$ cat config.mk
export PLATFORM = sky130hd
export DESIGN_NAME = layer_mixer
export DESIGN_NICKNAME = d
export VERILOG_FILES = /design/src/lcd_pkg.sv /design/src/layer_mixer.sv
export VERILOG_INCLUDE_DIRS = /design/src
export SDC_FILE = /design/constraint.sdc
export NUM_CORES = 1
export LEC_CHECK = 0
export BUFFER_PORTS_ARGS = -buffer_cell sky130_fd_sc_hd__buf_2
export CORE_ASPECT_RATIO = 1.5
export CORE_UTILIZATION = 38
export DETAILED_ROUTE_END_ITERATION = 10
export PLACE_DENSITY = 0.75
export REMOVE_ABC_BUFFERS = 1
export SLEW_MARGIN = 0
export SYNTH_ARGS = -nofsm -noshare
export SYNTH_HDL_FRONTEND = slang
export SYNTH_SLANG_ARGS = --single-unit
$ cat constraint.sdc
create_clock -name pixel_clk -period 1.1 [get_ports pixel_clk]
set_input_delay 0.055 -clock pixel_clk [delete_from_list [all_inputs] [get_ports pixel_clk]]
set_output_delay 0.055 -clock pixel_clk [all_outputs]
set_load 0.01 [all_outputs]
$ cat src/lcd_settings.svh
`ifndef LCD_SETTINGS_SVH
`define LCD_SETTINGS_SVH

// ---------------------------------------
// 480x272 panel timing at 9 MHz
// ---------------------------------------
`define LCD_H_ACTIVE 480
`define LCD_H_BACK   43    // sync pulse included.
`define LCD_H_FRONT  8
`define LCD_H_PULSE  4
`define LCD_V_ACTIVE 272
`define LCD_V_BACK   12
`define LCD_V_FRONT  8
`define LCD_V_PULSE  4
`define LCD_H_TOTAL  (`LCD_H_BACK + `LCD_H_ACTIVE + `LCD_H_FRONT)
`define LCD_V_TOTAL  (`LCD_V_BACK + `LCD_V_ACTIVE + `LCD_V_FRONT)

// ---------------------------------------
// overlay layers
// ---------------------------------------
`define LCD_NUM_LAYERS  2
`define LCD_WIN_SIZE    256
`define LCD_CELL_SHIFT  2   // each byte covers 4x4 pixels.
`define LCD_CELL_BITS   6   // 64 cells per side.
`define LCD_VRAM_DEPTH  4096

// ---------------------------------------
// bus address map
// ---------------------------------------
`define LCD_BUS_SEL_HI  15
`define LCD_BUS_SEL_LO  14
`define LCD_REG_WORDS   3   // words per layer.
`define LCD_REG_EN      0
`define LCD_REG_X_ORG   1
`define LCD_REG_Y_ORG   2

`endif

$ cat src/lcd_pkg.sv
`default_nettype none

package lcd_pkg;

	typedef logic [9:0]  lcd_coord_t;
	typedef logic [11:0] vram_addr_t;   // {cell row, cell column}.
	typedef logic [7:0]  vram_data_t;
	typedef logic [15:0] rgb565_t;
	typedef logic [15:0] wb_adr_t;
	typedef logic [31:0] wb_data_t;

	typedef struct packed {
		lcd_coord_t x;
		lcd_coord_t y;
		logic       hsync;
		logic       vsync;
		logic       den;
	} lcd_timing_t;

	// syncs idle high, nothing shown.
	localparam lcd_timing_t TIMING_IDLE = '{x: '0, y: '0, hsync: 1'b1, vsync: 1'b1, den: 1'b0};

	typedef struct packed {
		logic       en;
		lcd_coord_t x_org;
		lcd_coord_t y_org;
	} layer_cfg_t;

	typedef struct packed {
		logic    opaque;
		rgb565_t color;
	} layer_pixel_t;

	typedef struct packed {
		logic       we;
		vram_addr_t addr;
		vram_data_t data;
	} vram_wr_t;

	typedef struct packed {
		logic     cyc;
		logic     stb;
		logic     we;
		wb_adr_t  adr;
		wb_data_t dat_w;
	} wb_req_t;

	typedef struct packed {
		logic     ack;
		wb_data_t dat_r;
	} wb_rsp_t;

endpackage

`default_nettype wire

$ cat src/layer_mixer.sv
`default_nettype none
`timescale 1ns/1ns
`include "lcd_settings.svh"

module layer_mixer import lcd_pkg::*; (
	input  wire                                 pixel_clk,
	input  wire                                 rst,
	input  lcd_timing_t                         timing,
	input  layer_pixel_t [`LCD_NUM_LAYERS-1:0] pixels,
	output logic                                hsync,
	output logic                                vsync,
	output logic                                den,
	output rgb565_t                             rgb
);

	rgb565_t bg_color;
	rgb565_t mix_color;

	assign bg_color = rgb565_t'({6'b0, timing.x} + {6'b0, timing.y});   // diagonal gradient.

	// later layers overwrite earlier ones.
	always_comb begin
		mix_color = bg_color;
		for (int i = 0; i < `LCD_NUM_LAYERS; i++) begin
			if (pixels[i].opaque) begin
				mix_color = pixels[i].color;
			end
		end
	end

	always_ff @(posedge pixel_clk or negedge rst) begin
		if (!rst) begin
			hsync <= 1'b1;
			vsync <= 1'b1;
			den   <= 1'b0;
			rgb   <= '0;
		end else begin
			hsync <= timing.hsync;
			vsync <= timing.vsync;
			den   <= timing.den;
			if (timing.den) begin
				rgb <= mix_color;
			end else begin
				rgb <= '0;   // blank in porches.
			end
		end
	end

endmodule

`default_nettype wire

==> flow_metrics.env <==
export IMPL_power_density_nw_per_um2=952
export IMPL_ys_warn_count=0
export IMPL_die_w_um=50.0
export IMPL_cpPeakStageDelay_ns=0.36
export IMPL_fin_crit_sh_pct=120
export IMPL_synth_enable_flop_cells=0
export IMPL_outcome="finished with violations"
export IMPL_hold_worst_slack_ns=0.0185
export IMPL_crit_path_cell_trace="buf_6 -> ha_4 -> fa_2 -> a21o_2 -> a211oi_2 -> nor2_1 -> a222oi_1 -> nor2_1"
export IMPL_grt_max_degree=20
export IMPL_fin_area_um2=2130
export IMPL_first_pass_iters=4
export IMPL_crit_type="in -> reg"
export IMPL_netlist_area_um2=1310
export IMPL_viasPerCell=5.10
export IMPL_worstPathRequired_ns=1.22
export IMPL_drt_iter0_drc=25
export IMPL_fin_util_pct=66.2
export IMPL_grt_pass1_wl_um=6160
export IMPL_total_power_mw=2.03
export IMPL_met3WireLength_um=212
export IMPL_gp_congestion=0.811
export IMPL_setup_viol=8
export IMPL_drt_met1_wl_um=1540
export IMPL_top_layer_used="met4"
export IMPL_timing_max_cap_violations=0
export IMPL_grt_overflow=0
export IMPL_die_y_um=73.9
export IMPL_core_area_um2=3220
export IMPL_ctsHtreeMaxLevel=1
export IMPL_tightest_slew_ns=0.430
export IMPL_numCtsBuffers=3
export IMPL_drive_above_1_share_pct=51.6
export IMPL_synthToLayoutAreaGrowth_pct=62.7
export IMPL_post_dp_cell_area_um2=1890
export IMPL_hp_class="in -> reg"
export IMPL_synth_ff_type="dfrtp_1"
export IMPL_io_pins=78
export IMPL_end_kind="register"
export IMPL_antenna_found_initial=0
export IMPL_worstHoldStart="timing[0]"
export IMPL_layout_cells_most_common="buf_2"
export IMPL_min_period_ns=1.32
export IMPL_clk_pin_slew_ns=0.07
export IMPL_postSynthAreaPerCell_um2=8.92
export IMPL_mostFrequentLayoutCells="73 x buf_2, 24 x buf_4, 21 x nor2_1"
export IMPL_cts_tree="done"
export IMPL_antenna_cells=0
export IMPL_start_util_pct=40.7
export IMPL_n_fill_cell=264
export IMPL_antenna_left=0
export IMPL_synth_sequential_area_ratio_pct=36.5
export IMPL_final_nets=321
export IMPL_crit_path_frequent_cell="nor2_1"
export IMPL_routed_wl_um=3920
export IMPL_worstHoldPathCells=1
export IMPL_async_flop_share_pct=100
export IMPL_slowest_stage="fa_2"
export IMPL_setup_slack_ns=-0.216
export IMPL_rsz0062_at_grt="true"
export IMPL_leakagePower_nw=1.07
export IMPL_hpwlAfterDp_um=3040
export IMPL_violations="negative setup slack"
export IMPL_grt_pass1_vias=1419
export IMPL_critPathArrivalTime_ns=1.44
export IMPL_synthCells=147
export IMPL_row_count=25
export IMPL_hold_violations=0
export IMPL_crit_start="timing[13]"
export IMPL_wl_per_cell_um=13.5
export IMPL_die_area_um2=3690
export IMPL_maxSlewViolCount=0
export IMPL_vias=1478
export IMPL_ys_ff_latch=19
export IMPL_max_freq_ghz=0.760
export IMPL_max_slew_margin_pct=71.3
export IMPL_drc=0
export IMPL_port_buffers=77
export IMPL_synth_distinct_cells=41
export IMPL_wl_met2_um=2090
export IMPL_tns_ns=-0.903
export IMPL_grt_use_total_pct=21.7
export IMPL_peakVddDrop_v=0.000722
export IMPL_cp_start_kind="primary input"
export IMPL_clock_sinks=19
export IMPL_root_buffer="clkbuf_8"
export IMPL_cts_buffer_depth=2
export IMPL_path_max_fanout=3
==> flip-flops by register name (all words and copies together) (netlist names) <==
| register | count |
|---|---|
| den | 1 |
| rgb | 16 |
| vsync | 1 |
| hsync | 1 |
==> report_power, final <==
part	internal [mW]	switching (mW)
logic	0.411	0.392
clock network	0.257	0.210
registers	0.749	0.0115
total	1.42	0.614
==> kinds of logic (layout without fill, tap and decap cells) <==
| kind of cell | Yosys count | count (layout) | synth area share [%] |
|---|---|---|---|
| flops | 19 | 19 | 36.5 |
| xor+xnor | 1 | 1 | 0.668 |
| compound gates | 47 | 47 | 24.1 |
| fa+ha+maj | 11 | 11 | 11.1 |
| buf+inv | 11 | 114 | 4.87 |
| simple gates | 54 | 54 | 19.8 |
| mux | 4 | 4 | 3.05 |
==> routing by layer <==
layer | track usage [%] | up-vias
met4 | 8.57 | 0
li1 | - | 745
met1 | 24.0 | 669
met3 | 3.27 | 8
met2 | 41.0 | 56
met5 | 0 | -
==> critical path: cells and delay by family <==
kind / cells / cell delay (ns)
AOI/OAI and AO/OA: 3 / 0.62
adders and majority gates: 2 / 0.51
and+or+nand+nor: 2 / 0.16
buffers and inverters: 1 / 0.10
==> through the flow <==
step                cells  setup slack, ns
floorplan             140           -0.468
global placement      282           -0.591
detailed placement    282           -0.648
CTS                   289           -0.232
global route          290           -0.263
finish                290           -0.216
==> Yosys cell counts, drive strengths merged, types with 3 or more instances <==
master  number  area share, %
a211oi       4            2.7
a21oi       12            4.6
a22oi        5            2.9
a31oi        4            1.9
buf          4            2.9
clkbuf       3           0.86
dfrtp       17             32
ha          10            9.5
inv          4            1.1
mux2i        4            3.1
nand2       10            2.9
nand3        4            1.5
nor2        24            6.9
nor2b        3            1.4
nor3         4            1.9
o21ai       11            4.2
==> timing repair <==
| action | 4_1_cts | 5_1_grt |
|---|---|---|
| setup endpoints to repair | 9 | 9 |
| buffers inserted | 0 | 1 |
| pin swaps | 15 | 15 |
| endpoints found under the hold margin | 19 | 0 |
| gates resized for setup | 19 | 13 |
| hold buffers | 3 | 0 |
==> cell type report <==
class,instances,area [um^2],share of cell area [%]
multi-input combinational,117,902,42.3
timing repair buffer,106,643,30.1
clock buffer,4,45.0,2.11
sequential,19,478,22.4
tap,40,50.0,2.35
inverter,4,15.0,0.704
==> final timing paths <==
check,endpoint,slack [ns]
min in group asynchronous,rgb[14],0.27
max in group asynchronous,hsync,0.50
worst min-delay path,den,0.02
worst max-delay path,rgb[4],-0.22
Note: power is estimated with default switching activity, not from simulation.
