==> src/lcd_settings.svh <==
`ifndef LCD_SETTINGS_SVH
`define LCD_SETTINGS_SVH

// ---------------------------------------
// 480x272 panel timing at 9 MHz
// ---------------------------------------
`define LCD_H_ACTIVE 480
`define LCD_H_BACK   43    // sync pulse included.
`define LCD_H_FRONT  8
`define LCD_H_PULSE  4
`define LCD_V_ACTIVE 272
`define LCD_V_BACK   12
`define LCD_V_FRONT  8
`define LCD_V_PULSE  4
`define LCD_H_TOTAL  (`LCD_H_BACK + `LCD_H_ACTIVE + `LCD_H_FRONT)
`define LCD_V_TOTAL  (`LCD_V_BACK + `LCD_V_ACTIVE + `LCD_V_FRONT)

// ---------------------------------------
// overlay layers
// ---------------------------------------
`define LCD_NUM_LAYERS  2
`define LCD_WIN_SIZE    256
`define LCD_CELL_SHIFT  2   // each byte covers 4x4 pixels.
`define LCD_CELL_BITS   6   // 64 cells per side.
`define LCD_VRAM_DEPTH  4096

// ---------------------------------------
// bus address map
// ---------------------------------------
`define LCD_BUS_SEL_HI  15
`define LCD_BUS_SEL_LO  14
`define LCD_REG_WORDS   3   // words per layer.
`define LCD_REG_EN      0
`define LCD_REG_X_ORG   1
`define LCD_REG_Y_ORG   2

`endif

==> src/lcd_pkg.sv <==
`default_nettype none

package lcd_pkg;

	typedef logic [9:0]  lcd_coord_t;
	typedef logic [11:0] vram_addr_t;   // {cell row, cell column}.
	typedef logic [7:0]  vram_data_t;
	typedef logic [15:0] rgb565_t;
	typedef logic [15:0] wb_adr_t;
	typedef logic [31:0] wb_data_t;

	typedef struct packed {
		lcd_coord_t x;
		lcd_coord_t y;
		logic       hsync;
		logic       vsync;
		logic       den;
	} lcd_timing_t;

	// syncs idle high, nothing shown.
	localparam lcd_timing_t TIMING_IDLE = '{x: '0, y: '0, hsync: 1'b1, vsync: 1'b1, den: 1'b0};

	typedef struct packed {
		logic       en;
		lcd_coord_t x_org;
		lcd_coord_t y_org;
	} layer_cfg_t;

	typedef struct packed {
		logic    opaque;
		rgb565_t color;
	} layer_pixel_t;

	typedef struct packed {
		logic       we;
		vram_addr_t addr;
		vram_data_t data;
	} vram_wr_t;

	typedef struct packed {
		logic     cyc;
		logic     stb;
		logic     we;
		wb_adr_t  adr;
		wb_data_t dat_w;
	} wb_req_t;

	typedef struct packed {
		logic     ack;
		wb_data_t dat_r;
	} wb_rsp_t;

endpackage

`default_nettype wire

==> src/lcd_timing.sv <==
`default_nettype none
`timescale 1ns/1ns
`include "lcd_settings.svh"

module lcd_timing import lcd_pkg::*; (
	input  wire         pixel_clk,
	input  wire         rst,
	output lcd_timing_t timing
);

	lcd_coord_t h_count;
	lcd_coord_t v_count;
	logic       h_last;
	logic       v_last;
	logic       h_act;
	logic       v_act;
	logic       den_next;

	// ---------------------------------------
	// counters
	// ---------------------------------------
	assign h_last = (h_count == `LCD_H_TOTAL - 1);
	assign v_last = (v_count == `LCD_V_TOTAL - 1);

	always_ff @(posedge pixel_clk or negedge rst) begin
		if (!rst) begin
			h_count <= '0;
			v_count <= '0;
		end else if (h_last) begin
			h_count <= '0;
			if (v_last) begin
				v_count <= '0;
			end else begin
				v_count <= v_count + 1'b1;
			end
		end else begin
			h_count <= h_count + 1'b1;
		end
	end

	// ---------------------------------------
	// sync and active window decode
	// ---------------------------------------
	assign h_act = (h_count >= `LCD_H_BACK) && (h_count < `LCD_H_BACK + `LCD_H_ACTIVE);
	assign v_act = (v_count >= `LCD_V_BACK) && (v_count < `LCD_V_BACK + `LCD_V_ACTIVE);
	assign den_next = h_act && v_act;

	always_ff @(posedge pixel_clk or negedge rst) begin
		if (!rst) begin
			timing <= TIMING_IDLE;
		end else begin
			timing.hsync <= (h_count >= `LCD_H_PULSE);   // low at line start.
			timing.vsync <= (v_count >= `LCD_V_PULSE);
			timing.den   <= den_next;
			if (den_next) begin
				timing.x <= lcd_coord_t'(h_count - `LCD_H_BACK);
				timing.y <= lcd_coord_t'(v_count - `LCD_V_BACK);
			end else begin
				timing.x <= '0;
				timing.y <= '0;
			end
		end
	end

endmodule

`default_nettype wire

==> config.mk <==
export PLATFORM = sky130hd
export DESIGN_NAME = lcd_timing
export DESIGN_NICKNAME = d
export VERILOG_FILES = /design/src/lcd_pkg.sv /design/src/lcd_timing.sv
export VERILOG_INCLUDE_DIRS = /design/src
export SDC_FILE = /design/constraint.sdc
export NUM_CORES = 1
export LEC_CHECK = 0
export BUFFER_PORTS_ARGS = -buffer_cell sky130_fd_sc_hd__buf_2
export CORE_ASPECT_RATIO = 1.25
export CORE_MARGIN = 4
export CORE_UTILIZATION = 34
export DETAILED_ROUTE_END_ITERATION = 6
export SLEW_MARGIN = 25
export SYNTH_ARGS = -nofsm -noshare
export SYNTH_HDL_FRONTEND = slang
export SYNTH_SLANG_ARGS = --single-unit
==> constraint.sdc <==
create_clock -name pixel_clk -period 2.03 [get_ports pixel_clk]
set_input_delay 0.406 -clock pixel_clk [delete_from_list [all_inputs] [get_ports pixel_clk]]
set_output_delay 0.406 -clock pixel_clk [all_outputs]
set_load 0.01 [all_outputs]
==> results.yml, run 1 <==
pwr:
  ir_drop_uv: 222
  power_density_nw_per_um2: 605
  p_leak_nw: 1.28
logic_synthesis:
  synth_top_area_frac: 0.487
  synth_area_leaders: "dfrtp_1 (49%), nor2_1 (5.5%), xnor2_1 (5.4%), ha_1 (5.3%), dfstp_2 (2.5%)"
  synth_area_leader_cell: "dfrtp_1"
  syn_inst: 208
  synth_ff_type: "dfrtp_1"
  synth-seq-area-share: 0.512
  synth_fp_nets: 219
  syn_avg_cell_area_um2: 10.1
  synth-warning-count: 0
  async_reset_ff_frac: 1.00
  synth_cell_type_count: 44
  synth_edf_count: 0
  syn_area_um2: 2110
  ys_seq_elements: 43
clock_tree:
  cts_sinks: 43
  clk_latency_ns: 0.30
  clock_tree.root_cell: "clkbuf_8"
  cts_hold_buf: 0
  cts_buffer_depth: 2
  clkTransAtPathRegs_ns: 0.09
  cts_tree: "done"
  cts_inserted_buffers: 5
  cts.htree.levels: 2
critical_path:
  crit_fanout: 5
  cpMaxStageDelayCell: "or4_4"
  crit_required_ns: 2.22
  cp-end-kind: "flip-flop"
  crit_buf_inv: 0
  path_cells: "or4_4 > or4_4 > a21o_1 > a22o_1"
  critPathLaunchType: "flip-flop"
  arrival_ns: 2.10
  path_delay_family: "simple AND/OR/NAND/NOR gates"
  slowest_delay_ns: 0.54
  setup.worst_path.class: "flip-flop to flip-flop"
  path_common_cell: "or4_4"
routing:
  wl_per_cell_um: 13.6
  drc: 0
  drtAntennaViolNets: 0
  vias_per_cell: 4.87
  drtIter0Drc: 104
  dr.pass1.iters: 4
  wl_mm: 4.50
  via_count: 1616
final_layout:
  area_delta_synth_final_pct: 23.0
  final_cell_mix: "dfrtp_1 (41), nor2_1 (31), buf_2 (24)"
  fillers: 579
  postLayoutCoreUtil: 0.440
  nNetsFinal: 260
  antenna_cells: 0
  drive_above_1_share: 0.268
  final_common_cell: "dfrtp_1"
die:
  start_util: 0.357
  die_w_um: 78.4
  core_um2: 5900
  die-height_um: 96.0
  die_area_um2: 7530
  io_pins: 25
  rows: 31
global_route:
  track_usage: 0.132
  grt_max_degree: 26
  overflow: 0
  grt_pass1_vias: 1546
  antenna_found_initial: 0
  grt_pass1_wl_mm: 7.60
timing:
  drv_slew: 0
  final.setup.tns_ns: 0
  rsz0062_at_grt: "no"
  tightest_slew_ns: 0.501
  fin_skew_ns: 0.0129
  final_hold_viol_count: 0
  setup_ws_ns: 0.120
  finalCriticalPeriod_ns: 1.91
  fmax_ghz: 0.524
  finalSetupViolCount: 0
  maxSlewHeadroom: 0.663
  fin_crit_sh: 0.941
placed_design:
  place.port_buffers: 24
  hpwl_mm: 3.30
  place.gp.congestion: 0.931
  dp_slack_ns: 0.0231
status:
  status: "finished clean"
hold_path:
  holdCritPathClass: "primary input to asynchronous set/reset pin"
run:
  cap_violations: 0
## power by group
group	switching, mW	internal, mW	leakage (nW)
Sequential	0	0.856	0.579
Combinational	0.0167	0.00452	0.645
Clock	0.318	0.373	0.0587
Total	0.335	1.23	1.28
## worst reg2reg max path, stage by stage (launching register included)
cell	delay [ns]
dfrtp_1	0.41
or4_4	0.54
or4_4	0.46
a21o_1	0.17
a22o_1	0.22
## cell usage after synthesis (all sizes together), types with 3 or more instances
cell type	instances
nor2	31
nor3b	3
and3	3
nand3	9
nor3	9
o21ai	10
a21oi	5
dfrtp	41
and2	3
clkbuf	9
ha	9
buf	4
xor2	6
xnor2	13
nor4	3
nand2	11
inv	11
## through the flow
stage | area, µm² | total power [mW] | cells | hold WS [ns]
2_1_floorplan | 2110 | 0.873 | 208 | 0.110
3_3_place_gp | 2470 | 0.895 | 324 | 0.375
3_5_place_dp | 2470 | 0.896 | 324 | 0.386
4_1_cts | 2590 | 1.59 | 332 | 0.0443
5_1_grt | 2590 | 1.63 | 332 | 0.0689
6_report | 2590 | 1.57 | 332 | 0.0373
## per-layer routing
layer	GRT usage	up-vias	part of all wire
li1	-	788	-
met2	0.237	31	0.53
met4	0.0612	0	0.019
met3	0.0290	8	0.029
met5	0	-	0
met1	0.151	789	0.42
## registers in the layout (all words and copies together) (netlist names)
name / cells
h_count: 10
timing: 23
v_count: 10
## worst paths after layout
path	from	end	slack (ns)	depth (start not counted)
worst max register to register	h_count[8]	v_count[4]	0.12	4
worst min register to register	h_count[0]	timing[13]	0.50	1
min in group pixel_clk	h_count[0]	timing[13]	0.50	1
max in group asynchronous	rst	timing[2]	1.42	2
worst min-delay path	rst	timing[3]	0.04	1
worst max-delay path	h_count[8]	v_count[4]	0.12	4
## kinds of logic (layout without fill, tap and decap cells)
family,count (synthesis),count (layout),synth area share
flip-flops,43,43,0.512
AND/OR/NAND/NOR,82,82,0.207
AO/OA/AOI/OAI,30,30,0.0944
adder cells (fa/ha/maj),9,9,0.0534
XOR/XNOR,19,19,0.0790
buffers and inverters,24,66,0.0487
multiplexers,1,1,0.00534
## final cells by class
cell class	instances	area, µm²	area share
tap	82	103	0.0396
multi-input combinational	141	936	0.361
inverter	11	41.3	0.0159
clock buffer	5	68.8	0.0265
timing repair buffer	47	318	0.123
sequential	43	1080	0.416
clock inverter	3	47.5	0.0183
## timing repair
action                                  CTS  global route
resized for setup                         1             2
setup buffers                             0             0
cloned                                    0             0
endpoints found under the setup margin    2            19
(Power assumes the default switching activity.)
==> run 2, diff against run 1 <==
--- a/config.mk
+++ b/config.mk
@@ -11,6 +11,7 @@
 export CORE_MARGIN = 4
 export CORE_UTILIZATION = 34
 export DETAILED_ROUTE_END_ITERATION = 6
+export PLACE_DENSITY = 0.62
 export SLEW_MARGIN = 25
 export SYNTH_ARGS = -nofsm -noshare
 export SYNTH_HDL_FRONTEND = slang
==> run 2 against run 1 <==
Via count about the same. First-iteration DRC count decreased by 41%. Final cell count decreased by 0.30%. Combinational power about the same. Flip-flop and latch count unchanged. Critical path depth unchanged. Power increased by 1.5%. Die area unchanged. Count of clock-buffer cells in the layout increased by 1. Design area decreased by 0.58%. Setup slack got worse by 0.040 ns. Largest power group unchanged.
==> results.yml, run 2 (same netlist as run 1, synthesis figures left out) <==
clock_tree:
  clkTransAtPathRegs_ns: 0.09
  clock_tree.root_cell: "clkbuf_8"
  cts_buffer_depth: 2
  cts_sinks: 43
  cts.htree.levels: 2
  cts_tree: "done"
  cts_inserted_buffers: 5
  clk_latency_ns: 0.30
timing:
  maxSlewHeadroom: 0.672
  finalSetupViolCount: 0
  final.setup.tns_ns: 0
  finalCriticalPeriod_ns: 1.95
  drv_slew: 0
  fin_crit_sh: 0.961
  fin_skew_ns: 0.0143
  tightest_slew_ns: 0.492
  holdWs_ns: 0.0527
  final_hold_viol_count: 0
  rsz0062_at_grt: "no"
  fmax_ghz: 0.513
status:
  status: "finished clean"
final_layout:
  largestRegisters: "timing: 23 flops, h_count: 10 flops, v_count: 10 flops"
  final_common_cell: "dfrtp_1"
  antenna_cells: 0
  fillers: 609
  nNetsFinal: 259
  largest_reg_flops: 23
  final_cell_count_no_fill: 331
  area_delta_synth_final_pct: 22.3
  final_cell_mix: "dfrtp_1 (41), nor2_1 (31), buf_2 (24)"
  fin_area_um2: 2580
  drive_above_1_share: 0.265
  largest-register: "timing"
routing:
  drtIter0Drc: 61
  via_count: 1615
  wl_mm: 4.64
  vias_per_cell: 4.88
  drc: 0
  dr.pass1.iters: 4
  wl_per_cell_um: 14.0
  drtAntennaViolNets: 0
global_route:
  overflow: 0
  antenna_found_initial: 0
  grt_max_degree: 24
  grt_pass1_vias: 1626
  grt_pass1_wl_mm: 7.76
  track_usage: 0.135
die:
  io_pins: 25
  die_area_um2: 7530
  rows: 31
  die-height_um: 96.0
  start_util: 0.357
  die_w_um: 78.4
  core_um2: 5900
placed_design:
  postPlaceCellArea_um2: 2450
  place.port_buffers: 24
  place.gp.congestion: 0.898
  dp_cells: 323
  hpwl_mm: 3.47
critical_path:
  critPathLaunchType: "flip-flop"
  worstRegToRegCells: 4
  setup.worst_path.class: "flip-flop to flip-flop"
  crit_required_ns: 2.27
  r2r_start: "h_count[8]"
  crit_fanout: 5
  path_common_cell: "or4_4"
  ff2ff_setup_slack_ns: 0.08
  slowest_delay_ns: 0.55
  arrival_ns: 2.19
  r2r_end: "v_count[2]"
  path_cells: "or4_4 > or4_4 > nor2_1 > a31o_2"
  cp-end-kind: "flip-flop"
  cpMaxStageDelayCell: "or4_4"
pwr:
  p_leak_nw: 1.28
  ir_drop_uv: 351
  power_density_nw_per_um2: 617
  power.total_mw: 1.59
run:
  cap_violations: 0
hold_path:
  holdCritPathClass: "primary input to asynchronous set/reset pin"
==> run 2: cell types whose count changed in the layout (fill, tap and decap cells not counted), sizes merged <==
cell / before / now
buf: 47 / 46
clkbuf: 5 / 6
clkinv: 1 / 0
==> run 2: power by group <==
group	total [mW]	internal (mW)	switching, mW
clock	0.714	0.405	0.309
sequential	0.856	0.856	0
combinational	0.0210	0.00450	0.0165
==> run 2: how the worst max path moves through the flow <==
stage / from / end / slack (ns)
2_1_floorplan: v_count[2] / timing[18] / 0.05
3_3_place_gp: h_count[1] / timing[19] / 0.10
3_5_place_dp: h_count[1] / timing[19] / 0.06
4_1_cts: h_count[1] / timing[9] / 0.03
5_1_grt: v_count[2] / timing[11] / 0.0006
6_report: h_count[8] / v_count[2] / 0.08
==> run 2: layer usage <==
metal  vias to the layer above  part of all wire  global-route usage
li1                        780                 -                   -
met1                       800              0.41               0.142
met2                        23              0.54               0.254
met3                        12             0.029              0.0318
met4                         0             0.029              0.0641
met5                         -                 0                   0
==> run 2: repair_timing <==
action,4_1_cts,5_1_grt
endpoints found under the setup margin,0,20
hold buffers,0,0
buffers inserted,0,0
gates resized for setup,0,3
==> run 2: through the flow <==
| stage | setup slack (ns) | util |
|---|---|---|
| 2_1_floorplan | 0.0476 | - |
| 3_3_place_gp | 0.103 | 0.415 |
| 3_5_place_dp | 0.0603 | 0.415 |
| 4_1_cts | 0.0306 | 0.435 |
| 5_1_grt | 0.000558 | 0.437 |
| 6_report | 0.0796 | 0.437 |
==> run 2: layout make-up <==
class                      count  area (µm²)  area share
clock buffer                   6        82.6      0.0320
sequential                    43        1080       0.418
multi-input combinational    141         936       0.363
clock inverter                 2        38.8      0.0150
inverter                      11        41.3      0.0160
timing repair buffer          46         298       0.116
tap                           82         103      0.0398
==> run 2: critical path: cells and delay by family (launching register included) <==
family           cells  cell delay (ns)
AND/OR/NAND/NOR      3             1.29
flip-flops           1             0.41
AO/OA/AOI/OAI        1             0.20
