===== src/lcd_settings.svh =====
`ifndef LCD_SETTINGS_SVH
`define LCD_SETTINGS_SVH

// ---------------------------------------
// 480x272 panel timing at 9 MHz
// ---------------------------------------
`define LCD_H_ACTIVE 480
`define LCD_H_BACK   43    // sync pulse included.
`define LCD_H_FRONT  8
`define LCD_H_PULSE  4
`define LCD_V_ACTIVE 272
`define LCD_V_BACK   12
`define LCD_V_FRONT  8
`define LCD_V_PULSE  4
`define LCD_H_TOTAL  (`LCD_H_BACK + `LCD_H_ACTIVE + `LCD_H_FRONT)
`define LCD_V_TOTAL  (`LCD_V_BACK + `LCD_V_ACTIVE + `LCD_V_FRONT)

// ---------------------------------------
// overlay layers
// ---------------------------------------
`define LCD_NUM_LAYERS  2
`define LCD_WIN_SIZE    256
`define LCD_CELL_SHIFT  2   // each byte covers 4x4 pixels.
`define LCD_CELL_BITS   6   // 64 cells per side.
`define LCD_VRAM_DEPTH  4096

// ---------------------------------------
// bus address map
// ---------------------------------------
`define LCD_BUS_SEL_HI  15
`define LCD_BUS_SEL_LO  14
`define LCD_REG_WORDS   3   // words per layer.
`define LCD_REG_EN      0
`define LCD_REG_X_ORG   1
`define LCD_REG_Y_ORG   2

`endif


===== src/lcd_pkg.sv =====
`default_nettype none

package lcd_pkg;

	typedef logic [9:0]  lcd_coord_t;
	typedef logic [11:0] vram_addr_t;   // {cell row, cell column}.
	typedef logic [7:0]  vram_data_t;
	typedef logic [15:0] rgb565_t;
	typedef logic [15:0] wb_adr_t;
	typedef logic [31:0] wb_data_t;

	typedef struct packed {
		lcd_coord_t x;
		lcd_coord_t y;
		logic       hsync;
		logic       vsync;
		logic       den;
	} lcd_timing_t;

	// syncs idle high, nothing shown.
	localparam lcd_timing_t TIMING_IDLE = '{x: '0, y: '0, hsync: 1'b1, vsync: 1'b1, den: 1'b0};

	typedef struct packed {
		logic       en;
		lcd_coord_t x_org;
		lcd_coord_t y_org;
	} layer_cfg_t;

	typedef struct packed {
		logic    opaque;
		rgb565_t color;
	} layer_pixel_t;

	typedef struct packed {
		logic       we;
		vram_addr_t addr;
		vram_data_t data;
	} vram_wr_t;

	typedef struct packed {
		logic     cyc;
		logic     stb;
		logic     we;
		wb_adr_t  adr;
		wb_data_t dat_w;
	} wb_req_t;

	typedef struct packed {
		logic     ack;
		wb_data_t dat_r;
	} wb_rsp_t;

endpackage

`default_nettype wire


===== src/wb_layer_regs.sv =====
`default_nettype none
`timescale 1ns/1ns
`include "lcd_settings.svh"

module wb_layer_regs import lcd_pkg::*; (
	input  wire                              pixel_clk,
	input  wire                              rst,
	input  wb_req_t                          wb_req,
	output wb_rsp_t                          wb_rsp,
	output layer_cfg_t [`LCD_NUM_LAYERS-1:0] cfg,
	output vram_wr_t   [`LCD_NUM_LAYERS-1:0] wr,
	output vram_addr_t                       rd_addr,
	input  vram_data_t [`LCD_NUM_LAYERS-1:0] rd_data
);

	logic        ack_q;
	logic        req;
	logic [1:0]  sel;
	logic [1:0]  layer_idx;
	logic [13:0] word;
	logic        is_reg;
	logic        ram_hit;
	wb_data_t    reg_rd;
	wb_data_t    reg_rd_q;
	logic        ram_rd_q;
	logic [1:0]  layer_q;
	wb_data_t    rd_word;

	// ---------------------------------------
	// address decode
	// ---------------------------------------
	assign req       = wb_req.cyc && wb_req.stb && !ack_q;   // one ack per access.
	assign sel       = wb_req.adr[`LCD_BUS_SEL_HI:`LCD_BUS_SEL_LO];
	assign word      = wb_req.adr[13:0];
	assign is_reg    = (sel == 2'd0);
	assign layer_idx = sel - 2'd1;
	assign ram_hit   = !is_reg && (layer_idx < `LCD_NUM_LAYERS);
	assign rd_addr   = wb_req.adr[11:0];

	always_comb begin
		for (int i = 0; i < `LCD_NUM_LAYERS; i++) begin
			wr[i].we   = req && wb_req.we && ram_hit && (layer_idx == i);
			wr[i].addr = wb_req.adr[11:0];
			wr[i].data = wb_req.dat_w[7:0];
		end
	end

	// ---------------------------------------
	// window registers
	// ---------------------------------------
	always_ff @(posedge pixel_clk or negedge rst) begin
		if (!rst) begin
			ack_q <= 1'b0;
			cfg   <= '0;   // all layers off.
		end else begin
			ack_q <= req;
			for (int i = 0; i < `LCD_NUM_LAYERS; i++) begin
				if (req && wb_req.we && is_reg) begin
					if (word == `LCD_REG_WORDS * i + `LCD_REG_EN)
						cfg[i].en <= wb_req.dat_w[0];
					if (word == `LCD_REG_WORDS * i + `LCD_REG_X_ORG)
						cfg[i].x_org <= wb_req.dat_w[9:0];
					if (word == `LCD_REG_WORDS * i + `LCD_REG_Y_ORG)
						cfg[i].y_org <= wb_req.dat_w[9:0];
				end
			end
		end
	end

	always_comb begin
		reg_rd = '0;   // unmapped words read zero.
		for (int i = 0; i < `LCD_NUM_LAYERS; i++) begin
			if (word == `LCD_REG_WORDS * i + `LCD_REG_EN)
				reg_rd = {31'b0, cfg[i].en};
			if (word == `LCD_REG_WORDS * i + `LCD_REG_X_ORG)
				reg_rd = {22'b0, cfg[i].x_org};
			if (word == `LCD_REG_WORDS * i + `LCD_REG_Y_ORG)
				reg_rd = {22'b0, cfg[i].y_org};
		end
	end

	// ---------------------------------------
	// read return
	// ---------------------------------------
	always_ff @(posedge pixel_clk) begin
		if (req) begin
			reg_rd_q <= is_reg ? reg_rd : '0;
			ram_rd_q <= ram_hit;
			layer_q  <= layer_idx;
		end
	end

	// RAM byte arrives with the ack.
	always_comb begin
		rd_word = reg_rd_q;
		for (int i = 0; i < `LCD_NUM_LAYERS; i++) begin
			if (ram_rd_q && (layer_q == i))
				rd_word = {24'b0, rd_data[i]};
		end
	end

	assign wb_rsp.ack   = ack_q;
	assign wb_rsp.dat_r = ack_q ? rd_word : '0;

endmodule

`default_nettype wire

===== config.mk =====
export PLATFORM = sky130hd
export DESIGN_NAME = wb_layer_regs
export DESIGN_NICKNAME = d
export VERILOG_FILES = /design/src/lcd_pkg.sv /design/src/wb_layer_regs.sv
export VERILOG_INCLUDE_DIRS = /design/src
export SDC_FILE = /design/constraint.sdc
export NUM_CORES = 1
export LEC_CHECK = 0
export ABC_AREA = 1
export BUFFER_PORTS_ARGS = -buffer_cell sky130_fd_sc_hd__clkbuf_2
export CORE_MARGIN = 5
export CORE_UTILIZATION = 40
export DETAILED_ROUTE_END_ITERATION = 8
export GPL_ROUTABILITY_DRIVEN = 0
export PLACE_DENSITY = 0.77
export RECOVER_POWER = 100
export REMOVE_ABC_BUFFERS = 1
export SLEW_MARGIN = 5
export SYNTH_ARGS = -nofsm -noshare
export SYNTH_HDL_FRONTEND = slang
export SYNTH_SLANG_ARGS = --single-unit

===== constraint.sdc =====
create_clock -name pixel_clk -period 2.1 [get_ports pixel_clk]
set_input_delay 0.21 -clock pixel_clk [delete_from_list [all_inputs] [get_ports pixel_clk]]
set_output_delay 0.21 -clock pixel_clk [all_outputs]
set_load 0.02 [all_outputs]

==> impl_metrics.yaml, run 1 <==
status:
  status: "complete, no violations"
drt:
  num_vias: 3029
  viasPerCell: 4.763
  finalWirelength_microns: 9178
  wl_per_cell_microns: 14.43
  drc: 0
  first_pass_iters: 4
  drtIter0Drc: 150
  antenna_left: 0
global_routing:
  grt_pass1_wl_microns: 14070
  grt_use_met1_pct: 22.00
  grt_busiest_layer: "met2"
  grt_max_degree: 25
  met3_usage_pct: 3.112
  grt_pass1_vias: 2826
  track_usage_pct: 16.69
  overflow: 0
  antenna_found_initial: 0
  met2_usage_pct: 28.66
finish:
  fill_cells: 902
  final_layout_size_suffix_gt1_share_pct: 15.91
  final_common_cell: "clkbuf_1"
  multiInputGateArea_sq_mm: 0.001242
  final_nets: 599
  areaGrowthSynthToFinish_pct: 11.51
  final_util_pct: 44.87
  final_cell_mix: "107 x clkbuf_1, 68 x nand2_1, 61 x o21ai_0, 52 x clkbuf_2"
  diodes: 0
  seqCellArea_sq_mm: 0.001466
  finalNonFillerCells: 636
worst_setup_path:
  crit_fanout: 8
  rr_worst_depth: 5
  startpoint_type: "flop"
  critPathRequiredTime_ns: 1.89
  cp_slowest_stage_delay_ns: 0.43
  worst_ep_arrival_time_ns: 1.69
  rrSetupSlack_ns: 0.23
  critPathBufInv: 2
  path_depth: 6
  worst_setup_path_end_kind: "output pin"
  r2r_end: "cfg[9]"
  crit_type: "flop to output pin"
  cp_top_family: "flip-flops"
  critical_path.slowest_cell: "edfxtp_1"
  r2r_start: "ack_q"
  crit_path_cell_trace: "nor2_1 > nand2_2 > mux2_2 > o21ai_0 > inv_1 > clkbuf_2"
power_and_ir_drop:
  p_seq_share_pct: 53.5
  comb_power_share_pct: 15.5
  leakage_nw: 1.884
  p_int_mw: 1.513
  sw_frac_of_total_pct: 28.12
  power_density_mw_per_mm2: 545.9
  p_clk_share_pct: 31.0
  p_sw_mw: 0.5920
  total_power_mw: 2.105
  peakVddDrop_mv: 0.3068
sta:
  tightest_slew_ns: 1.098
  fin_crit_sh_pct: 90.34
  rsz0062_at_grt: "no"
  setup_slack_ns: 0.2029
  drv_slew: 0
  relSlewSlack_pct: 26.80
  hold_violations: 0
  fmax_ghz: 0.5271
  fin_tns_setup_ns: 0
  min_period_ns: 1.897
  setup_viol: 0
  skew_ns: 0.006714
placed_design:
  post-place-cells: 627
  dp_hpwl_microns: 7439
  numPortBuffers: 153
  place_ws_ns: 0.1898
worst_hold_path:
  hold_class: "input pin to flop"
  whs_path_depth: 3
  min_from: "wb_req[7]"
  hold_end: "cfg[38]"
clocking:
  cts_tree: "done"
  root_buffer: "clkbuf_8"
  clock_path_buffers: 2
  clock_latency_ns: 0.31
  numCtsBuffers: 5
  clock_sinks: 56
  clk_pin_slew_ns: 0.10
  cts_setup_buffers: 0
  htree_levels: 2
floorplan:
  initial_utilization_pct: 40.24
  die_area_sq_mm: 0.01060
  io-pin-count: 198
  die_y_microns: 103.0
  die_w_microns: 103.0
  core_sq_mm: 0.008593
  row_count: 34
yosys:
  ys_async_sr_fraction_pct: 76.79
  ys_warn_count: 0
  synth_edf_count: 13
  yosysSeqAreaShare_pct: 42.40
  synth_largest_area_cell: "dfrtp_1"
  yosysTopAreaCellShare_pct: 31.11
  netlist_instances: 423
  synth.distinct_cells: 27
  netlist_area_sq_mm: 0.003458
  synth_area_leaders: "dfrtp_1 31%, buf_4 17%, edfxtp_1 11%"
  synth_flop_cell: "dfrtp_1"
  synth-seq-cells: 56
  post_synth.cell_area_avg_sq_um: 8.176
flow_run:
  maxCapViolations: 0
## flip-flops by register name, indices dropped and copies added (netlist names)
name	cells
ram_rd_q	1
cfg	42
reg_rd_q	10
layer_q	2
ack_q	1
## power groups by stage
stage / clock network (mW) / logic, mW / registers (mW)
floorplan: 0 / 0.113 / 1.15
global placement: 0 / 0.338 / 1.15
detailed placement: 0 / 0.344 / 1.15
CTS: 0.654 / 0.347 / 1.13
global route: 0.691 / 0.360 / 1.13
finish: 0.652 / 0.327 / 1.13
## routing by layer
metal,share of wire (%),vias up,wire length [microns]
met5,0,-,0
met4,0.90,0,83
met3,7.7,13,706
met2,50,141,4556
met1,42,1376,3831
li1,-,1499,-
## kinds of logic after synthesis
group	after synthesis	synth area share [%]
multiplexers	8	2.605
other	1	0.1084
adder cells (fa/ha/maj)	3	1.085
AO/OA/AOI/OAI	90	13.86
flip-flops	56	42.40
buffers and inverters	138	23.77
AND/OR/NAND/NOR	127	16.17
## metrics by stage
stage / hold slack, ns / cell area, sq um
floorplan: -0.08559 / 2884
global placement: 0.1888 / 3897
detailed placement: 0.2004 / 3897
CTS: 0.2038 / 4014
global route: 0.2263 / 3856
finish: 0.2039 / 3856
## Yosys cell counts, types with 6 or more instances
master / n
a21oi_1: 15
buf_2: 8
buf_4: 78
clkbuf_1: 6
dfrtp_1: 43
edfxtp_1: 13
inv_1: 43
mux2_2: 8
nand2_1: 69
nand3_1: 23
nor2_1: 23
o2111ai_1: 7
o21ai_0: 46
o21ai_1: 21
## worst min-delay path, delay by kind of cell
kind / cells / cell delay (ns)
buf+inv: 2 / 0.18
compound gates: 1 / 0.08
## area by class of cell
type	count	share of cell area, %
well taps	108	3.504
flip-flops and latches	56	38.03
multi-input cells	250	32.22
clock inverters	2	0.3245
clock buffers	6	2.433
inverters	45	4.380
repair buffers	169	19.11
## timing repair
action | in CTS | in global routing
setup endpoints to repair | 0 | 8
gates resized for setup | 0 | 2
hold buffers | 1 | 0
endpoints found under the hold margin | 19 | 0
## worst max-delay path by stage
stage,start,endpoint,slack [ns]
floorplan,ack_q,cfg[21],-0.28
global placement,wb_req[41],cfg[7],0.30
detailed placement,wb_req[41],cfg[9],0.19
CTS,layer_q[1],wb_rsp[1],0.05
global route,rst,cfg[33],0.02
finish,layer_q[1],wb_rsp[5],0.20
No activity file was read; power rests on OpenSTA's default activity.
==> inputs of run 2 (changes only) <==
--- a/config.mk
+++ b/config.mk
@@ -7,5 +7,5 @@
 export NUM_CORES = 1
 export LEC_CHECK = 0
-export ABC_AREA = 1
+export ABC_AREA = 0
 export BUFFER_PORTS_ARGS = -buffer_cell sky130_fd_sc_hd__clkbuf_2
 export CORE_MARGIN = 5
@@ -13,5 +13,5 @@
 export DETAILED_ROUTE_END_ITERATION = 8
 export GPL_ROUTABILITY_DRIVEN = 0
-export PLACE_DENSITY = 0.77
+export PLACE_DENSITY = 0.78
 export RECOVER_POWER = 100
 export REMOVE_ABC_BUFFERS = 1
@@ -20,2 +20,3 @@
 export SYNTH_HDL_FRONTEND = slang
 export SYNTH_SLANG_ARGS = --single-unit
+export TNS_END_PERCENT = 50
==> constraint.sdc (replaced) <==
create_clock -name pixel_clk -period 2.1 [get_ports pixel_clk]
set_input_delay 0 -clock pixel_clk [delete_from_list [all_inputs] [get_ports pixel_clk]]
set_output_delay 0 -clock pixel_clk [all_outputs]
set_load 0.02 [all_outputs]
==> run 2 against run 1 <==
Effect of this change: synthesized area shrank 3.8%; largest cell class unchanged; die area shrank 3.5%; power down 3.4%; final cell count down 19%; flip-flop and latch count stayed put; wire length decreased by 7.6%; first-iteration DRC count is 36% lower; via count fell by 18%; global-route usage shrank 0.96 points.
==> impl_metrics.yaml, run 2 <==
sta:
  drv_slew: 0
  setup_viol: 0
  hold_violations: 0
  tightest_slew_ns: 1.103
  relSlewSlack_pct: 26.47
  fmax_ghz: 0.5085
  min_period_ns: 1.966
  rsz0062_at_grt: "no"
  skew_ns: 0.01298
  holdWs_ns: 0.002561
  fin_crit_sh_pct: 93.64
clocking:
  clk_pin_slew_ns: 0.10
  numCtsBuffers: 5
  clock_path_buffers: 2
  cts_setup_buffers: 0
  clock_latency_ns: 0.30
  htree_levels: 2
  clock_sinks: 56
  root_buffer: "clkbuf_8"
  cts_tree: "done"
drt:
  first_pass_iters: 4
  viasPerCell: 4.848
  num_vias: 2487
  drc: 0
  finalWirelength_microns: 8479
  antenna_left: 0
  wl_per_cell_microns: 16.53
  drtIter0Drc: 96
finish:
  final_common_cell: "clkbuf_1"
  areaGrowthSynthToFinish_pct: 15.05
  finalNonFillerCells: 513
  top_register: "cfg"
  final_cell_mix: "114 x clkbuf_1, 48 x clkbuf_2, 43 x dfrtp_1, 42 x mux2_2, 22 x conb_1"
  final_layout_size_suffix_gt1_share_pct: 27.94
  top_regs: "cfg: 42 flops, reg_rd_q: 10 flops, layer_q: 2 flops"
  largest_register_ffs: 42
  final_nets: 479
  diodes: 0
global_routing:
  overflow: 0
  grt_pass1_wl_microns: 12670
  grt_max_degree: 44
  antenna_found_initial: 0
  grt_pass1_vias: 2449
  track_usage_pct: 15.73
worst_setup_path:
  r2r_start: "ack_q"
  crit_fanout: 7
  worst_ep_arrival_time_ns: 2.16
  crit_type: "flop to flop"
  crit_path_cell_trace: "and4b_1 > nand2_1 > nor4b_4 > buf_4 > mux2_2"
  startpoint_type: "flop"
  rrSetupSlack_ns: 0.13
  startpoint: "ack_q"
  cp_top_family: "simple AND/OR/NAND/NOR gates"
  cp_slowest_stage_delay_ns: 0.38
  critPathRequiredTime_ns: 2.29
  rr_worst_depth: 5
  critPathBufInv: 1
  worst_setup_path_end_kind: "flop"
  path_depth: 5
  setup.worst_path.end: "cfg[35]"
  r2r_end: "cfg[35]"
  critical_path.slowest_cell: "dfrtp_1"
yosys:
  post_synth.cell_area_avg_sq_um: 11.35
  synth_common_cells: "75 x buf_4, 43 x dfrtp_1, 42 x mux2_2"
  synth_largest_area_cell: "dfrtp_1"
  ys_warn_count: 0
  yosysSeqAreaShare_pct: 44.09
  yosysTopAreaCellShare_pct: 32.36
  yosysMostFrequentCell: "buf_4"
  synth_area_leaders: "dfrtp_1 32%, buf_4 17%, mux2_2 14%"
  synth.distinct_cells: 33
  netlist_area_sq_mm: 0.003326
  netlist_instances: 293
  synth-seq-cells: 56
  ys_async_sr_fraction_pct: 76.79
  synth_flop_cell: "dfrtp_1"
  synth_edf_count: 13
floorplan:
  row_count: 33
  io-pin-count: 198
  initial_utilization_pct: 40.68
  die_w_microns: 101.2
  die_area_sq_mm: 0.01024
  die_y_microns: 101.2
  core_sq_mm: 0.008175
placed_design:
  post-place-cells: 497
  numPortBuffers: 153
  dp_hpwl_microns: 6495
flow_run:
  maxCapViolations: 0
power_and_ir_drop:
  peakVddDrop_mv: 0.3076
  leakage_nw: 1.902
  power_density_mw_per_mm2: 531.4
status:
  status: "complete, no violations"
worst_hold_path:
  hold_class: "input pin to flop"
## run 2: metal layers
layer / share of wire [%] / track usage [%] / up-vias
li1: - / - / 1175
met1: 44 / 21.52 / 1205
met2: 48 / 25.80 / 100
met3: 7.0 / 2.755 / 7
met4: 0.63 / 4.192 / 0
met5: 0 / 0 / -
## run 2: where the power goes
part | internal (mW) | switching (mW) | total, mW
combinational | 0.0938 | 0.243 | 0.337
sequential | 1.12 | 0.00494 | 1.13
clock | 0.235 | 0.335 | 0.571
## run 2: cell type report
cell class,instances,area [sq um]
Inverter,5,18.77
Multi-Input combinational cell,164,1323
Tap cell,105,131.4
Fill cell,849,4349
Sequential cell,56,1466
Clock inverter,1,5.005
Clock buffer,7,76.32
Timing Repair Buffer,175,805.8
## run 2: cells by family (layout without fill, tap and decap cells)
logic type	after synthesis	after routing	synth area share [%]
buf+inv	94	188	19.23
mux	51	51	16.93
flops	56	56	44.09
simple gates	40	40	7.863
compound gates	48	48	10.65
fa+ha+maj	3	3	1.129
other cells	1	22	0.1128
## run 2: worst reg2reg max path, stage by stage, from the launching register on
cell,delay (ns)
dfrtp_1,0.38
and4b_1,0.30
nand2_1,0.25
nor4b_4,0.34
buf_4,0.24
mux2_2,0.36
## run 2: what timing repair did
| action | in CTS | in global routing |
|---|---|---|
| hold buffers | 8 | 0 |
| hold endpoints to repair | 65 | 0 |
| setup endpoints to repair | 0 | 8 |
| resized for setup | 0 | 2 |
## run 2: how the worst min path moves through the flow
| stage | from | to | slack [ns] | depth (start not counted) |
|---|---|---|---|---|
| 3_3_place_gp | rst | cfg[37] | 0.10 | 2 |
| 6_report | wb_req[6] | cfg[6] | 0.003 | 2 |
| 2_1_floorplan | rst | ack_q | -0.30 | 0 |
| 3_5_place_dp | rst | cfg[37] | 0.12 | 2 |
| 5_1_grt | wb_req[6] | cfg[27] | 0.003 | 2 |
| 4_1_cts | wb_req[6] | cfg[6] | 0.00003 | 2 |
## run 2: per-stage QoR
stage	setup TNS [ns]	power, mW	worst slack [ns]	instance area [sq um]	utilization [%]
2_1_floorplan	-12.86	1.246	-0.6588	2784	-
3_3_place_gp	0	1.483	0.1092	3811	46.62
3_5_place_dp	0	1.491	0.04494	3811	46.62
4_1_cts	0	2.075	0.04407	3973	48.59
5_1_grt	0	2.127	0.03359	3826	46.80
6_report	0	2.033	0.1336	3826	46.80
==> inputs of run 3 (changes only) <==
- MAX_ROUTING_LAYER: default -> met4
==> run 3 against run 2 <==
Effect of this change: die area did not move; count of clock-buffer cells in the layout did not move; power barely moved; combinational power barely moved; utilization did not move; maximum frequency rose by 0.28%; flip-flop and latch count did not move; first-iteration DRC count fell by 5.2%; critical endpoint unchanged; critical path type unchanged; non-clock buffer count did not move; register-to-register slack barely moved; global-route usage rose by 0.50 points; clock skew fell by 0.00057 ns.
==> impl_metrics.yaml, run 3 (same netlist as run 2, synthesis figures left out) <==
status:
  status: "complete, no violations"
global_routing:
  grt_pass1_vias: 2452
  overflow: 0
  grt_pass1_wl_microns: 12650
  antenna_found_initial: 0
  track_usage_pct: 16.23
  grt_max_degree: 44
sta:
  skew_ns: 0.01240
  hold_violations: 0
  relSlewSlack_pct: 26.15
  drv_slew: 0
  tightest_slew_ns: 1.108
  fin_crit_sh_pct: 93.38
  rsz0062_at_grt: "no"
  min_period_ns: 1.961
  fin_tns_setup_ns: 0
  fmax_ghz: 0.5100
  setup_viol: 0
clocking:
  cts_tree: "done"
  htree_levels: 2
  numCtsBuffers: 5
  clock_path_buffers: 2
  clk_pin_slew_ns: 0.10
  cts_setup_buffers: 0
  root_buffer: "clkbuf_8"
  clock_sinks: 56
  clock_latency_ns: 0.30
drt:
  finalWirelength_microns: 8488
  antenna_left: 0
  wl_per_cell_microns: 16.55
  num_vias: 2487
  drtIter0Drc: 91
  drc: 0
  first_pass_iters: 4
  viasPerCell: 4.848
floorplan:
  row_count: 33
  core_sq_mm: 0.008175
  die_area_sq_mm: 0.01024
  die_y_microns: 101.2
  initial_utilization_pct: 40.68
  io-pin-count: 198
  die_w_microns: 101.2
worst_setup_path:
  rr_worst_depth: 5
  worst_setup_path_end_kind: "flop"
  critPathRequiredTime_ns: 2.29
  crit_fanout: 7
  crit_type: "flop to flop"
  startpoint_type: "flop"
  rrSetupSlack_ns: 0.14
  worst_ep_arrival_time_ns: 2.15
power_and_ir_drop:
  leakage_nw: 1.902
  peakVddDrop_mv: 0.3076
  power_density_mw_per_mm2: 531.6
finish:
  finish.instance_area_sq_mm: 0.003826
  areaGrowthSynthToFinish_pct: 15.05
  fill_cells: 849
  final_common_cell: "clkbuf_1"
  final_cell_mix: "114 x clkbuf_1, 48 x clkbuf_2, 43 x dfrtp_1, 42 x mux2_2, 22 x conb_1"
  top_register: "cfg"
  diodes: 0
  top_regs: "cfg: 42 flops, reg_rd_q: 10 flops, layer_q: 2 flops"
  final_layout_size_suffix_gt1_share_pct: 27.94
  final_nets: 479
  largest_register_ffs: 42
placed_design:
  placed_cell_area_sq_mm: 0.003811
  numPortBuffers: 153
  dp_hpwl_microns: 6495
worst_hold_path:
  whs_path_depth: 2
  hold_class: "input pin to flop"
flow_run:
  maxCapViolations: 0
run 3: cell counts in the layout (fill, tap and decap cells not counted):
No cell type changed its count.
run 3: cell type report:
type                            count  area, sq um  area share, %
Tap cell                          105        131.4          3.434
Inverter                            5        18.77         0.4905
Clock inverter                      1        5.005         0.1308
Timing Repair Buffer              175        805.8          21.06
Clock buffer                        7        76.32          1.995
Multi-Input combinational cell    164         1323          34.57
Sequential cell                    56         1466          38.33
run 3: what timing repair did:
action                                  in CTS  in global routing
endpoints found under the setup margin       0                  8
hold endpoints to repair                    65                  0
hold buffers                                 8                  0
resized for setup                            0                  2
run 3: metal layers:
metal  global-route usage [%]  wire length [microns]
met4                    4.192                     45
met2                    25.80                   4108
met5                        -                      0
met3                    2.410                    631
met1                    21.78                   3703
run 3: worst paths after layout:
kind | start | endpoint
max in group asynchronous | rst | cfg[30]
min | wb_req[6] | cfg[6]
min in group asynchronous | rst | cfg[37]
max reg2reg | ack_q | cfg[35]
min reg2reg | cfg[6] | cfg[6]
max | ack_q | cfg[35]
run 3: power breakdown:
group          total (mW)  internal, mW  switching (mW)
clock network       0.571         0.236           0.336
registers            1.13          1.12         0.00494
logic               0.337        0.0938           0.243
total                2.03          1.45           0.584
run 3: worst max-delay path, stage by stage (launching register included):
cell and delay, ns:
dfrtp_1 0.38, and4b_1 0.30, nand2_1 0.25, nor4b_4 0.34, buf_4 0.24, mux2_2 0.35
run 3: metrics by stage:
stage	hold slack [ns]	util, %	instances	worst slack [ns]	power, mW
floorplan	-0.2956	-	225	-0.6588	1.246
global placement	0.1010	46.62	497	0.1092	1.483
detailed placement	0.1191	46.62	497	0.04494	1.491
CTS	0.00002767	48.59	513	0.04407	2.075
global route	0.002962	46.80	513	0.03359	2.127
finish	0.002890	46.80	513	0.1390	2.034
